[config.mk]
export PLATFORM = sky130hd
export DESIGN_NAME = clmul_top
export DESIGN_NICKNAME = d
export VERILOG_FILES = /design/src/hw/clmul_pkg.sv /design/src/hw/poly16_mul.sv /design/src/hw/clmul_fifo.sv /design/src/hw/clmul_engine.sv /design/src/hw/clmul_regs.sv /design/src/hw/clmul_top.sv
export SDC_FILE = /design/constraint.sdc
export NUM_CORES = 1
export LEC_CHECK = 0
export BUFFER_PORTS_ARGS = -buffer_cell sky130_fd_sc_hd__buf_2
export CAP_MARGIN = 40
export CORE_UTILIZATION = 58
export CTS_BUF_LIST = sky130_fd_sc_hd__clkbuf_2
export CTS_CLUSTER_SIZE = 10
export DETAILED_ROUTE_END_ITERATION = 16
export PLACE_DENSITY = 0.75
export SLEW_MARGIN = 20
export SYNTH_ARGS = -nofsm -noshare
export SYNTH_HDL_FRONTEND = slang
export SYNTH_SLANG_ARGS = --single-unit
export TNS_END_PERCENT = 30
[constraint.sdc]
create_clock -name clk -period 8.45 [get_ports clk]
set_clock_uncertainty 0.05 [all_clocks]
set_input_delay 0.4225 -clock clk [delete_from_list [all_inputs] [get_ports clk]]
set_output_delay 0.4225 -clock clk [all_outputs]
set_load 0.02 [all_outputs]
[src/hw/clmul_pkg.sv]
// ----------------------------------------
// Shared widths, FIFO depths, register map,
// mode codes and the job record for the
// carry-less multiply accelerator.
// ----------------------------------------

package clmul_pkg;

  localparam int XLEN      = 32;  // Operand and result width.
  localparam int JOB_DEPTH = 4;
  localparam int RES_DEPTH = 4;
  localparam int ADDR_W    = 5;   // AXI4-Lite address width.

  // ----------------------------------------
  // Register map
  // ----------------------------------------
  localparam logic [ADDR_W-1:0] REG_OPA    = 5'h00;
  localparam logic [ADDR_W-1:0] REG_OPB    = 5'h04;
  localparam logic [ADDR_W-1:0] REG_CMD    = 5'h08;  // Write only, mode in bits 1:0.
  localparam logic [ADDR_W-1:0] REG_RESULT = 5'h0C;  // Read pops one result.
  localparam logic [ADDR_W-1:0] REG_STATUS = 5'h10;  // Bit 0 result ready, bit 1 queue full.

  localparam logic [1:0] RESP_OKAY   = 2'b00;
  localparam logic [1:0] RESP_SLVERR = 2'b10;

  typedef enum logic [1:0] {
    MODE_CLMUL  = 2'd0,  // Low word of the product.
    MODE_CLMULH = 2'd1,  // High word of the product.
    MODE_CLMULR = 2'd2   // Bits 62:31 of the product.
  } clmul_mode_e;

  localparam logic [1:0] MODE_RSVD = 2'd3;

  typedef struct packed {
    logic [XLEN-1:0] op_a;
    logic [XLEN-1:0] op_b;
    clmul_mode_e     mode;
  } clmul_job_t;

endpackage

[src/hw/poly16_mul.sv]
// ----------------------------------------
// 16x16 carry-less multiplier, purely
// combinational, 32-bit product.
// ----------------------------------------

`timescale 1ns/100ps

module poly16_mul (
  input  logic [15:0] a,
  input  logic [15:0] b,
  output logic [31:0] r
);

  logic [31:0] a_ext;

  assign a_ext = {16'b0, a};

  // Shift-and-XOR over the bits of b. Highest reachable bit is 30.
  always_comb begin
    r = '0;
    for (int i = 0; i < 16; i++) begin
      if (b[i]) begin
        r = r ^ (a_ext << i);
      end
    end
  end

endmodule

[src/hw/clmul_fifo.sv]
// ----------------------------------------
// Synchronous FIFO with a type parameter
// for the payload and a depth parameter.
// ----------------------------------------

`timescale 1ns/100ps

module clmul_fifo #(
  parameter type T     = logic [31:0],
  parameter int  DEPTH = 4
) (
  input  logic clk,
  input  logic rst_n,
  input  logic push,
  input  T     push_data,
  output logic full,
  input  logic pop,
  output T     pop_data,
  output logic empty
);

  localparam int PTR_W = (DEPTH > 1) ? $clog2(DEPTH) : 1;
  localparam int CNT_W = $clog2(DEPTH + 1);

  T             mem [DEPTH];
  logic [PTR_W-1:0] wr_ptr;
  logic [PTR_W-1:0] rd_ptr;
  logic [CNT_W-1:0] count;

  assign full     = (count == CNT_W'(DEPTH));
  assign empty    = (count == '0);
  assign pop_data = mem[rd_ptr];  // Head entry, valid while not empty.

  always_ff @(posedge clk) begin
    if (push) begin
      mem[wr_ptr] <= push_data;
    end
  end

  always_ff @(posedge clk) begin
    if (!rst_n) begin
      wr_ptr <= '0;
      rd_ptr <= '0;
      count  <= '0;
    end else begin
      if (push) begin
        wr_ptr <= (wr_ptr == PTR_W'(DEPTH - 1)) ? '0 : wr_ptr + 1'b1;
      end
      if (pop) begin
        rd_ptr <= (rd_ptr == PTR_W'(DEPTH - 1)) ? '0 : rd_ptr + 1'b1;
      end
      count <= count + CNT_W'(push) - CNT_W'(pop);  // Push and pop together keep the count.
    end
  end

  // ----------------------------------------
  // Protocol checks
  // ----------------------------------------
  a_no_overflow : assert property (@(posedge clk) disable iff (!rst_n) push |-> !full);
  a_no_underflow : assert property (@(posedge clk) disable iff (!rst_n) pop |-> !empty);

endmodule

[src/hw/clmul_engine.sv]
// ----------------------------------------
// Two-stage Karatsuba 32x32 carry-less
// multiplier with mode select and stall.
// ----------------------------------------

`timescale 1ns/100ps

module clmul_engine import clmul_pkg::*; (
  input  logic            clk,
  input  logic            rst_n,
  input  logic            in_valid,
  output logic            in_ready,
  input  clmul_job_t      in_job,
  output logic            out_valid,
  input  logic            out_ready,
  output logic [XLEN-1:0] out_data
);

  logic            stall;
  logic [15:0]     a_mid;
  logic [15:0]     b_mid;
  logic [31:0]     p_lo;
  logic [31:0]     p_hi;
  logic [31:0]     p_mid;

  logic            s1_valid;
  logic [31:0]     s1_lo;
  logic [31:0]     s1_hi;
  logic [31:0]     s1_mid;
  clmul_mode_e     s1_mode;

  logic [31:0]     mid_sum;
  logic [63:0]     prod;
  logic [XLEN-1:0] sel_data;

  // Output held and not taken freezes both stages.
  assign stall    = out_valid & ~out_ready;
  assign in_ready = ~stall;

  // ----------------------------------------
  // Stage 1: three half-width products
  // ----------------------------------------
  assign a_mid = in_job.op_a[31:16] ^ in_job.op_a[15:0];
  assign b_mid = in_job.op_b[31:16] ^ in_job.op_b[15:0];

  poly16_mul u_mul_lo  (.a(in_job.op_a[15:0]),  .b(in_job.op_b[15:0]),  .r(p_lo));
  poly16_mul u_mul_hi  (.a(in_job.op_a[31:16]), .b(in_job.op_b[31:16]), .r(p_hi));
  poly16_mul u_mul_mid (.a(a_mid),              .b(b_mid),              .r(p_mid));

  always_ff @(posedge clk) begin
    if (!stall && in_valid) begin
      s1_lo   <= p_lo;
      s1_hi   <= p_hi;
      s1_mid  <= p_mid;
      s1_mode <= in_job.mode;
    end
  end

  // ----------------------------------------
  // Stage 2: recombine and select the window
  // ----------------------------------------
  assign mid_sum = s1_mid ^ s1_lo ^ s1_hi;
  assign prod    = {s1_hi, s1_lo} ^ {16'b0, mid_sum, 16'b0};

  always_comb begin
    case (s1_mode)
      MODE_CLMUL:  sel_data = prod[31:0];
      MODE_CLMULH: sel_data = prod[63:32];
      MODE_CLMULR: sel_data = prod[62:31];
      default:     sel_data = prod[31:0];
    endcase
  end

  always_ff @(posedge clk) begin
    if (!stall && s1_valid) begin
      out_data <= sel_data;
    end
  end

  always_ff @(posedge clk) begin
    if (!rst_n) begin
      s1_valid  <= 1'b0;
      out_valid <= 1'b0;
    end else if (!stall) begin
      s1_valid  <= in_valid;
      out_valid <= s1_valid;
    end
  end

  // The register block filters the reserved code before it reaches the queue.
  a_no_rsvd_mode : assert property (@(posedge clk) disable iff (!rst_n)
    (in_valid && in_ready) |-> (in_job.mode != MODE_RSVD));

endmodule

[src/hw/clmul_regs.sv]
// ----------------------------------------
// AXI4-Lite register block: operands,
// command push and result pop.
// ----------------------------------------

`timescale 1ns/100ps

module clmul_regs import clmul_pkg::*; (
  input  logic              clk,
  input  logic              rst_n,
  // AXI4-Lite write channels.
  input  logic [ADDR_W-1:0] awaddr,
  input  logic              awvalid,
  output logic              awready,
  input  logic [XLEN-1:0]   wdata,
  input  logic [3:0]        wstrb,    // Full-word writes only.
  input  logic              wvalid,
  output logic              wready,
  output logic [1:0]        bresp,
  output logic              bvalid,
  input  logic              bready,
  // AXI4-Lite read channels.
  input  logic [ADDR_W-1:0] araddr,
  input  logic              arvalid,
  output logic              arready,
  output logic [XLEN-1:0]   rdata,
  output logic [1:0]        rresp,
  output logic              rvalid,
  input  logic              rready,
  // Job and result queues.
  output logic              job_push,
  output clmul_job_t        job_data,
  input  logic              job_full,
  output logic              res_pop,
  input  logic [XLEN-1:0]   res_data,
  input  logic              res_empty
);

  logic [XLEN-1:0] opa_q;
  logic [XLEN-1:0] opb_q;
  logic            wr_hs;
  logic            rd_hs;
  logic [1:0]      wr_resp;
  logic [1:0]      rd_resp;
  logic [XLEN-1:0] rd_data;

  assign wr_hs = awready & awvalid & wvalid;
  assign rd_hs = arready & arvalid;

  assign job_data.op_a = opa_q;
  assign job_data.op_b = opb_q;
  assign job_data.mode = clmul_mode_e'(wdata[1:0]);

  // ----------------------------------------
  // Write decode
  // ----------------------------------------
  always_comb begin
    wr_resp  = RESP_OKAY;
    job_push = 1'b0;
    case (awaddr)
      REG_OPA, REG_OPB: wr_resp = RESP_OKAY;
      REG_CMD: begin
        if (wdata[1:0] == MODE_RSVD || job_full) begin
          wr_resp = RESP_SLVERR;  // Nothing is queued.
        end else begin
          job_push = wr_hs;
        end
      end
      default: wr_resp = RESP_SLVERR;
    endcase
  end

  // ----------------------------------------
  // Read decode
  // ----------------------------------------
  always_comb begin
    rd_data = '0;
    rd_resp = RESP_OKAY;
    res_pop = 1'b0;
    case (araddr)
      REG_OPA: rd_data = opa_q;
      REG_OPB: rd_data = opb_q;
      REG_RESULT: begin
        if (res_empty) begin
          rd_resp = RESP_SLVERR;
        end else begin
          rd_data = res_data;
          res_pop = rd_hs;
        end
      end
      REG_STATUS: rd_data = {{(XLEN-2){1'b0}}, job_full, ~res_empty};
      default: rd_resp = RESP_SLVERR;  // CMD is write only.
    endcase
  end

  always_ff @(posedge clk) begin
    if (!rst_n) begin
      awready <= 1'b0;
      wready  <= 1'b0;
      bvalid  <= 1'b0;
      arready <= 1'b0;
      rvalid  <= 1'b0;
      opa_q   <= '0;
      opb_q   <= '0;
    end else begin
      // Single-cycle ready pulses, one transaction outstanding per direction.
      awready <= awvalid & wvalid & ~bvalid & ~awready;
      wready  <= awvalid & wvalid & ~bvalid & ~awready;
      arready <= arvalid & ~rvalid & ~arready;
      if (wr_hs) begin
        bvalid <= 1'b1;
      end else if (bready) begin
        bvalid <= 1'b0;
      end
      if (rd_hs) begin
        rvalid <= 1'b1;
      end else if (rready) begin
        rvalid <= 1'b0;
      end
      if (wr_hs && awaddr == REG_OPA) begin
        opa_q <= wdata;
      end
      if (wr_hs && awaddr == REG_OPB) begin
        opb_q <= wdata;
      end
    end
  end

  always_ff @(posedge clk) begin
    if (wr_hs) begin
      bresp <= wr_resp;
    end
    if (rd_hs) begin
      rdata <= rd_data;
      rresp <= rd_resp;
    end
  end

  // ----------------------------------------
  // Response channel checks
  // ----------------------------------------
  a_bvalid_hold : assert property (@(posedge clk) disable iff (!rst_n)
    (bvalid && !bready) |=> bvalid);
  a_rvalid_hold : assert property (@(posedge clk) disable iff (!rst_n)
    (rvalid && !rready) |=> (rvalid && $stable(rdata)));

endmodule

[src/hw/clmul_top.sv]
// ----------------------------------------
// Accelerator top: register block, job
// FIFO, multiply engine and result FIFO.
// ----------------------------------------

`timescale 1ns/100ps

module clmul_top import clmul_pkg::*; (
  input  logic              clk,
  input  logic              rst_n,
  input  logic [ADDR_W-1:0] awaddr,
  input  logic              awvalid,
  output logic              awready,
  input  logic [XLEN-1:0]   wdata,
  input  logic [3:0]        wstrb,
  input  logic              wvalid,
  output logic              wready,
  output logic [1:0]        bresp,
  output logic              bvalid,
  input  logic              bready,
  input  logic [ADDR_W-1:0] araddr,
  input  logic              arvalid,
  output logic              arready,
  output logic [XLEN-1:0]   rdata,
  output logic [1:0]        rresp,
  output logic              rvalid,
  input  logic              rready
);

  logic            job_push;
  clmul_job_t      job_data;
  logic            job_full;
  logic            job_empty;
  clmul_job_t      eng_job;
  logic            eng_in_ready;
  logic            eng_out_valid;
  logic [XLEN-1:0] eng_out_data;
  logic            res_full;
  logic            res_pop;
  logic [XLEN-1:0] res_data;
  logic            res_empty;

  clmul_regs u_regs (
    .clk, .rst_n,
    .awaddr, .awvalid, .awready, .wdata, .wstrb, .wvalid, .wready,
    .bresp, .bvalid, .bready,
    .araddr, .arvalid, .arready, .rdata, .rresp, .rvalid, .rready,
    .job_push, .job_data, .job_full,
    .res_pop, .res_data, .res_empty
  );

  clmul_fifo #(.T(clmul_job_t), .DEPTH(JOB_DEPTH)) u_job_fifo (
    .clk, .rst_n,
    .push(job_push), .push_data(job_data), .full(job_full),
    .pop(~job_empty & eng_in_ready), .pop_data(eng_job), .empty(job_empty)
  );

  clmul_engine u_engine (
    .clk, .rst_n,
    .in_valid(~job_empty), .in_ready(eng_in_ready), .in_job(eng_job),
    .out_valid(eng_out_valid), .out_ready(~res_full), .out_data(eng_out_data)
  );

  clmul_fifo #(.T(logic [XLEN-1:0]), .DEPTH(RES_DEPTH)) u_res_fifo (
    .clk, .rst_n,
    .push(eng_out_valid & ~res_full), .push_data(eng_out_data), .full(res_full),
    .pop(res_pop), .pop_data(res_data), .empty(res_empty)
  );

endmodule

==> flow_summary.yaml <==
outcome:
  run_status: "complete, no violations"
synthesis:
  synthesis.area_per_instance_um2: 11.7
  yosysUniqueCellTypes: 41
  synth_top_area_frac: 0.476
  ys.warnings.count: 0
  synth_cells: 2978
  yosys_register_bits: 641
  synth_area_mm2: 0.0349
  synth_area_leaders: "sky130_fd_sc_hd__edfxtp_1 48%, sky130_fd_sc_hd__xnor2_1 15%, sky130_fd_sc_hd__nand2_1 7.1%"
  number_of_synthesized_flops_with_an_enable_pin: 553
  netlist.top_cell.by_area: "sky130_fd_sc_hd__edfxtp_1"
  yosys_most_used_dff: "sky130_fd_sc_hd__edfxtp_1"
  postSynth.asyncResetShare: 0
  synth-seq-area-share: 0.527
global_routing:
  grt_pass1_vias: 24388
  grt_antenna_before_repair: 4
  groute.usage.overall: 0.323
  grt_start_max_net_pins: 85
  globalRouteOverflowTotal: 0
  grt_first_pass_wirelength_mm: 146
setup_path:
  worst_r2r_endpoint: "u_engine.s1_mid[11]"
  worst_r2r_path_depth: 10
  rrSetupSlack_ps: 4370
  startpoint_type: "flip-flop"
  worstSetupPathType: "reg -> reg"
  worst_ep_required_time_ps: 9470
  endpoint_kind: "flip-flop"
  worst-endpoint-arrival_ps: 5090
  critPathMaxFanout: 35
routing:
  met2RoutedLength_mm: 47.0
  highest_layer: "met5"
  initialDrtViolationCount: 3040
  avgViaCountPerCell: 6.02
  dr_total_vias: 24361
  route.final.wire_length_mm: 97.5
  m1WireLength_mm: 35.4
  detailroute.wirelength.met3_mm: 10.6
  drt_drc_violations_left: 0
  tritonroute_pass_1_iters: 6
  wl_per_cell_um: 24.1
  antenna_violation_net_count_after_detailed_routing: 0
sta:
  whs_ps: 72.5
  rsz0062_at_grt: "false"
  worstMarginPinSlew_ps: 895
  drv_slew: 0
  final_period_minus_worst_setup_slack_ps: 4080
  report.final.setup_viol: 0
  maxSlewHeadroom: 0.397
  min_period_over_period: 0.483
  timing.final.hold_violations: 0
  max_freq_ghz: 0.245
  final.setup.tns_ps: 0
worst_hold_path:
  hold_path.startpoint: "awaddr[4]"
  sink_of_the_worst_hold_path: "u_regs.opa_q[19]"
  worst_hold_path.num_cells: 6
  hold_path_class: "in -> reg"
layout:
  finalCoreUtilization: 0.645
  drive_above_1_share: 0.161
  stdcell_area_mm2: 0.0382
  commonest_cells_after_routing_fill_and_taps_aside: "662 x sky130_fd_sc_hd__nand2_1, 579 x sky130_fd_sc_hd__xnor2_1, 553 x sky130_fd_sc_hd__edfxtp_1"
  nNetsFinal: 3218
  final-instance-count-excl-fill: 4049
  mostFrequentLayoutCell: "sky130_fd_sc_hd__nand2_1"
  areaGrowthSynthToFinish_pct: 9.55
  count_of_fill_cells_added_during_filler_insertion: 4336
place:
  gp_congestion: 0.925
  placed_cells_incl_taps: 3648
  dp_hpwl_mm: 58.0
  io_buffer_count: 87
  placed_area_mm2: 0.0355
clocking:
  tritoncts_num_sinks: 641
  worst_setup_hold_path_clk_slew_ps: 100
  clk_root_buffer_cell: "sky130_fd_sc_hd__clkbuf_2"
  post_cts_resized: 0
  holdBufCountCts: 110
  cts_buffers: 156
  number_of_setup_buffers_added_after_cts: 0
  tritoncts_clock_tree: "built"
  clock_latency_ps: 1350
  h-tree-depth: 4
  max-clock-path-buffers: 3
die:
  dieArea_mm2: 0.0611
  die_height_um: 247
  design.core.area_mm2: 0.0592
  std_cell_rows: 89
  design.portCount: 94
  die_w_um: 247
  floorplan.initialDensity: 0.589
power:
  cellLeakagePower_nw: 12.4
  power_density_mw_per_mm2: 227
  vdd_drop_max_v: 0.000211
run:
  maxCapViolations: 0
routing by layer:
layer,GRT usage,up-vias
li1,-,10409
met1,0.412,11961
met2,0.520,1675
met3,0.0715,314
met4,0.162,2
met5,0,-
kinds of logic after synthesis:
| kind of cell | count (synthesis) | synth area share |
|---|---|---|
| DFF | 641 | 0.527 |
| buffers and inverters | 247 | 0.0371 |
| other | 1 | 0.000108 |
| muxes | 103 | 0.0648 |
| xor gates and xnor gates | 788 | 0.213 |
| adders and majority gates | 18 | 0.00689 |
| and+or+nand+nor | 1009 | 0.115 |
| AOI/OAI and AO/OA | 171 | 0.0370 |
state kept, by name (all words and copies together), names as in the netlist, 3 cells and up, named ones only:
signal and cells:
u_regs.opa_q 32, u_res_fifo.mem 128, u_engine.s1_mid 31, u_job_fifo.count 3, u_res_fifo.count 3, u_regs.rdata 32
u_engine.s1_hi 31, u_engine.s1_lo 31, u_regs.opb_q 32, u_job_fifo.mem 264, u_engine.out_data 32
cell usage after synthesis (16+ instances only):
library cell and count:
sky130_fd_sc_hd__ha_1 16, sky130_fd_sc_hd__a21oi_1 17, sky130_fd_sc_hd__buf_4 37, sky130_fd_sc_hd__clkbuf_1 85, sky130_fd_sc_hd__a221oi_1 16, sky130_fd_sc_hd__xor2_1 174, sky130_fd_sc_hd__a21boi_0 68, sky130_fd_sc_hd__xnor2_4 22
sky130_fd_sc_hd__buf_1 21, sky130_fd_sc_hd__buf_6 19, sky130_fd_sc_hd__edfxtp_1 553, sky130_fd_sc_hd__mux4_2 98, sky130_fd_sc_hd__nor2_1 263, sky130_fd_sc_hd__o21ai_0 20, sky130_fd_sc_hd__nor2b_1 44, sky130_fd_sc_hd__dfxtp_1 88
sky130_fd_sc_hd__buf_2 69, sky130_fd_sc_hd__a221o_1 32, sky130_fd_sc_hd__a22oi_1 16, sky130_fd_sc_hd__inv_1 16, sky130_fd_sc_hd__nand2_1 662, sky130_fd_sc_hd__xnor2_1 579
final cells by class:
type	instances	area, µm²	area share
clock buffer	224	1120	0.0294
multi-input combinational	2091	15200	0.399
tap	773	967	0.0253
antenna	4	10.0	0.000262
inverter	16	60.1	0.00157
sequential	641	18400	0.481
clock inverter	59	373	0.00976
timing repair buffer	241	2050	0.0538
worst max-delay path, cell delays in order (launching register included):
cell and delay (ps):
sky130_fd_sc_hd__dfxtp_4 420, sky130_fd_sc_hd__buf_16 280, sky130_fd_sc_hd__buf_4 560, sky130_fd_sc_hd__mux4_2 850, sky130_fd_sc_hd__xnor2_2 610, sky130_fd_sc_hd__buf_6 240
sky130_fd_sc_hd__nor2_1 70, sky130_fd_sc_hd__xnor2_1 250, sky130_fd_sc_hd__xnor2_1 180, sky130_fd_sc_hd__xnor2_1 160, sky130_fd_sc_hd__xnor2_1 100
how the worst max path moves through the flow:
stage                        start                   to  cells after the start
6_report                 flip-flop  u_engine.s1_mid[11]                     10
5_1_grt                  flip-flop  u_engine.s1_mid[19]                     10
4_1_cts                  flip-flop  u_engine.s1_mid[18]                      8
3_5_place_dp             flip-flop  u_engine.s1_mid[18]                      8
3_3_place_gp             flip-flop  u_engine.s1_mid[19]                      8
2_1_floorplan  u_res_fifo.count[1]  u_job_fifo.count[2]                     11
metrics by stage:
stage | setup WS [ps] | total power [mW]
global placement | 3910 | 6.34
CTS | 4080 | 8.57
floorplan | 1680 | 5.62
finish | 4370 | 8.66
detailed placement | 4070 | 6.42
global route | 4180 | 8.93
where the power goes:
part	switching [mW]	internal (mW)	total, mW
combinational	1.35	0.751	2.10
sequential	0.366	4.05	4.41
clock	1.30	0.848	2.14
Power figures use the tool's default switching activity.
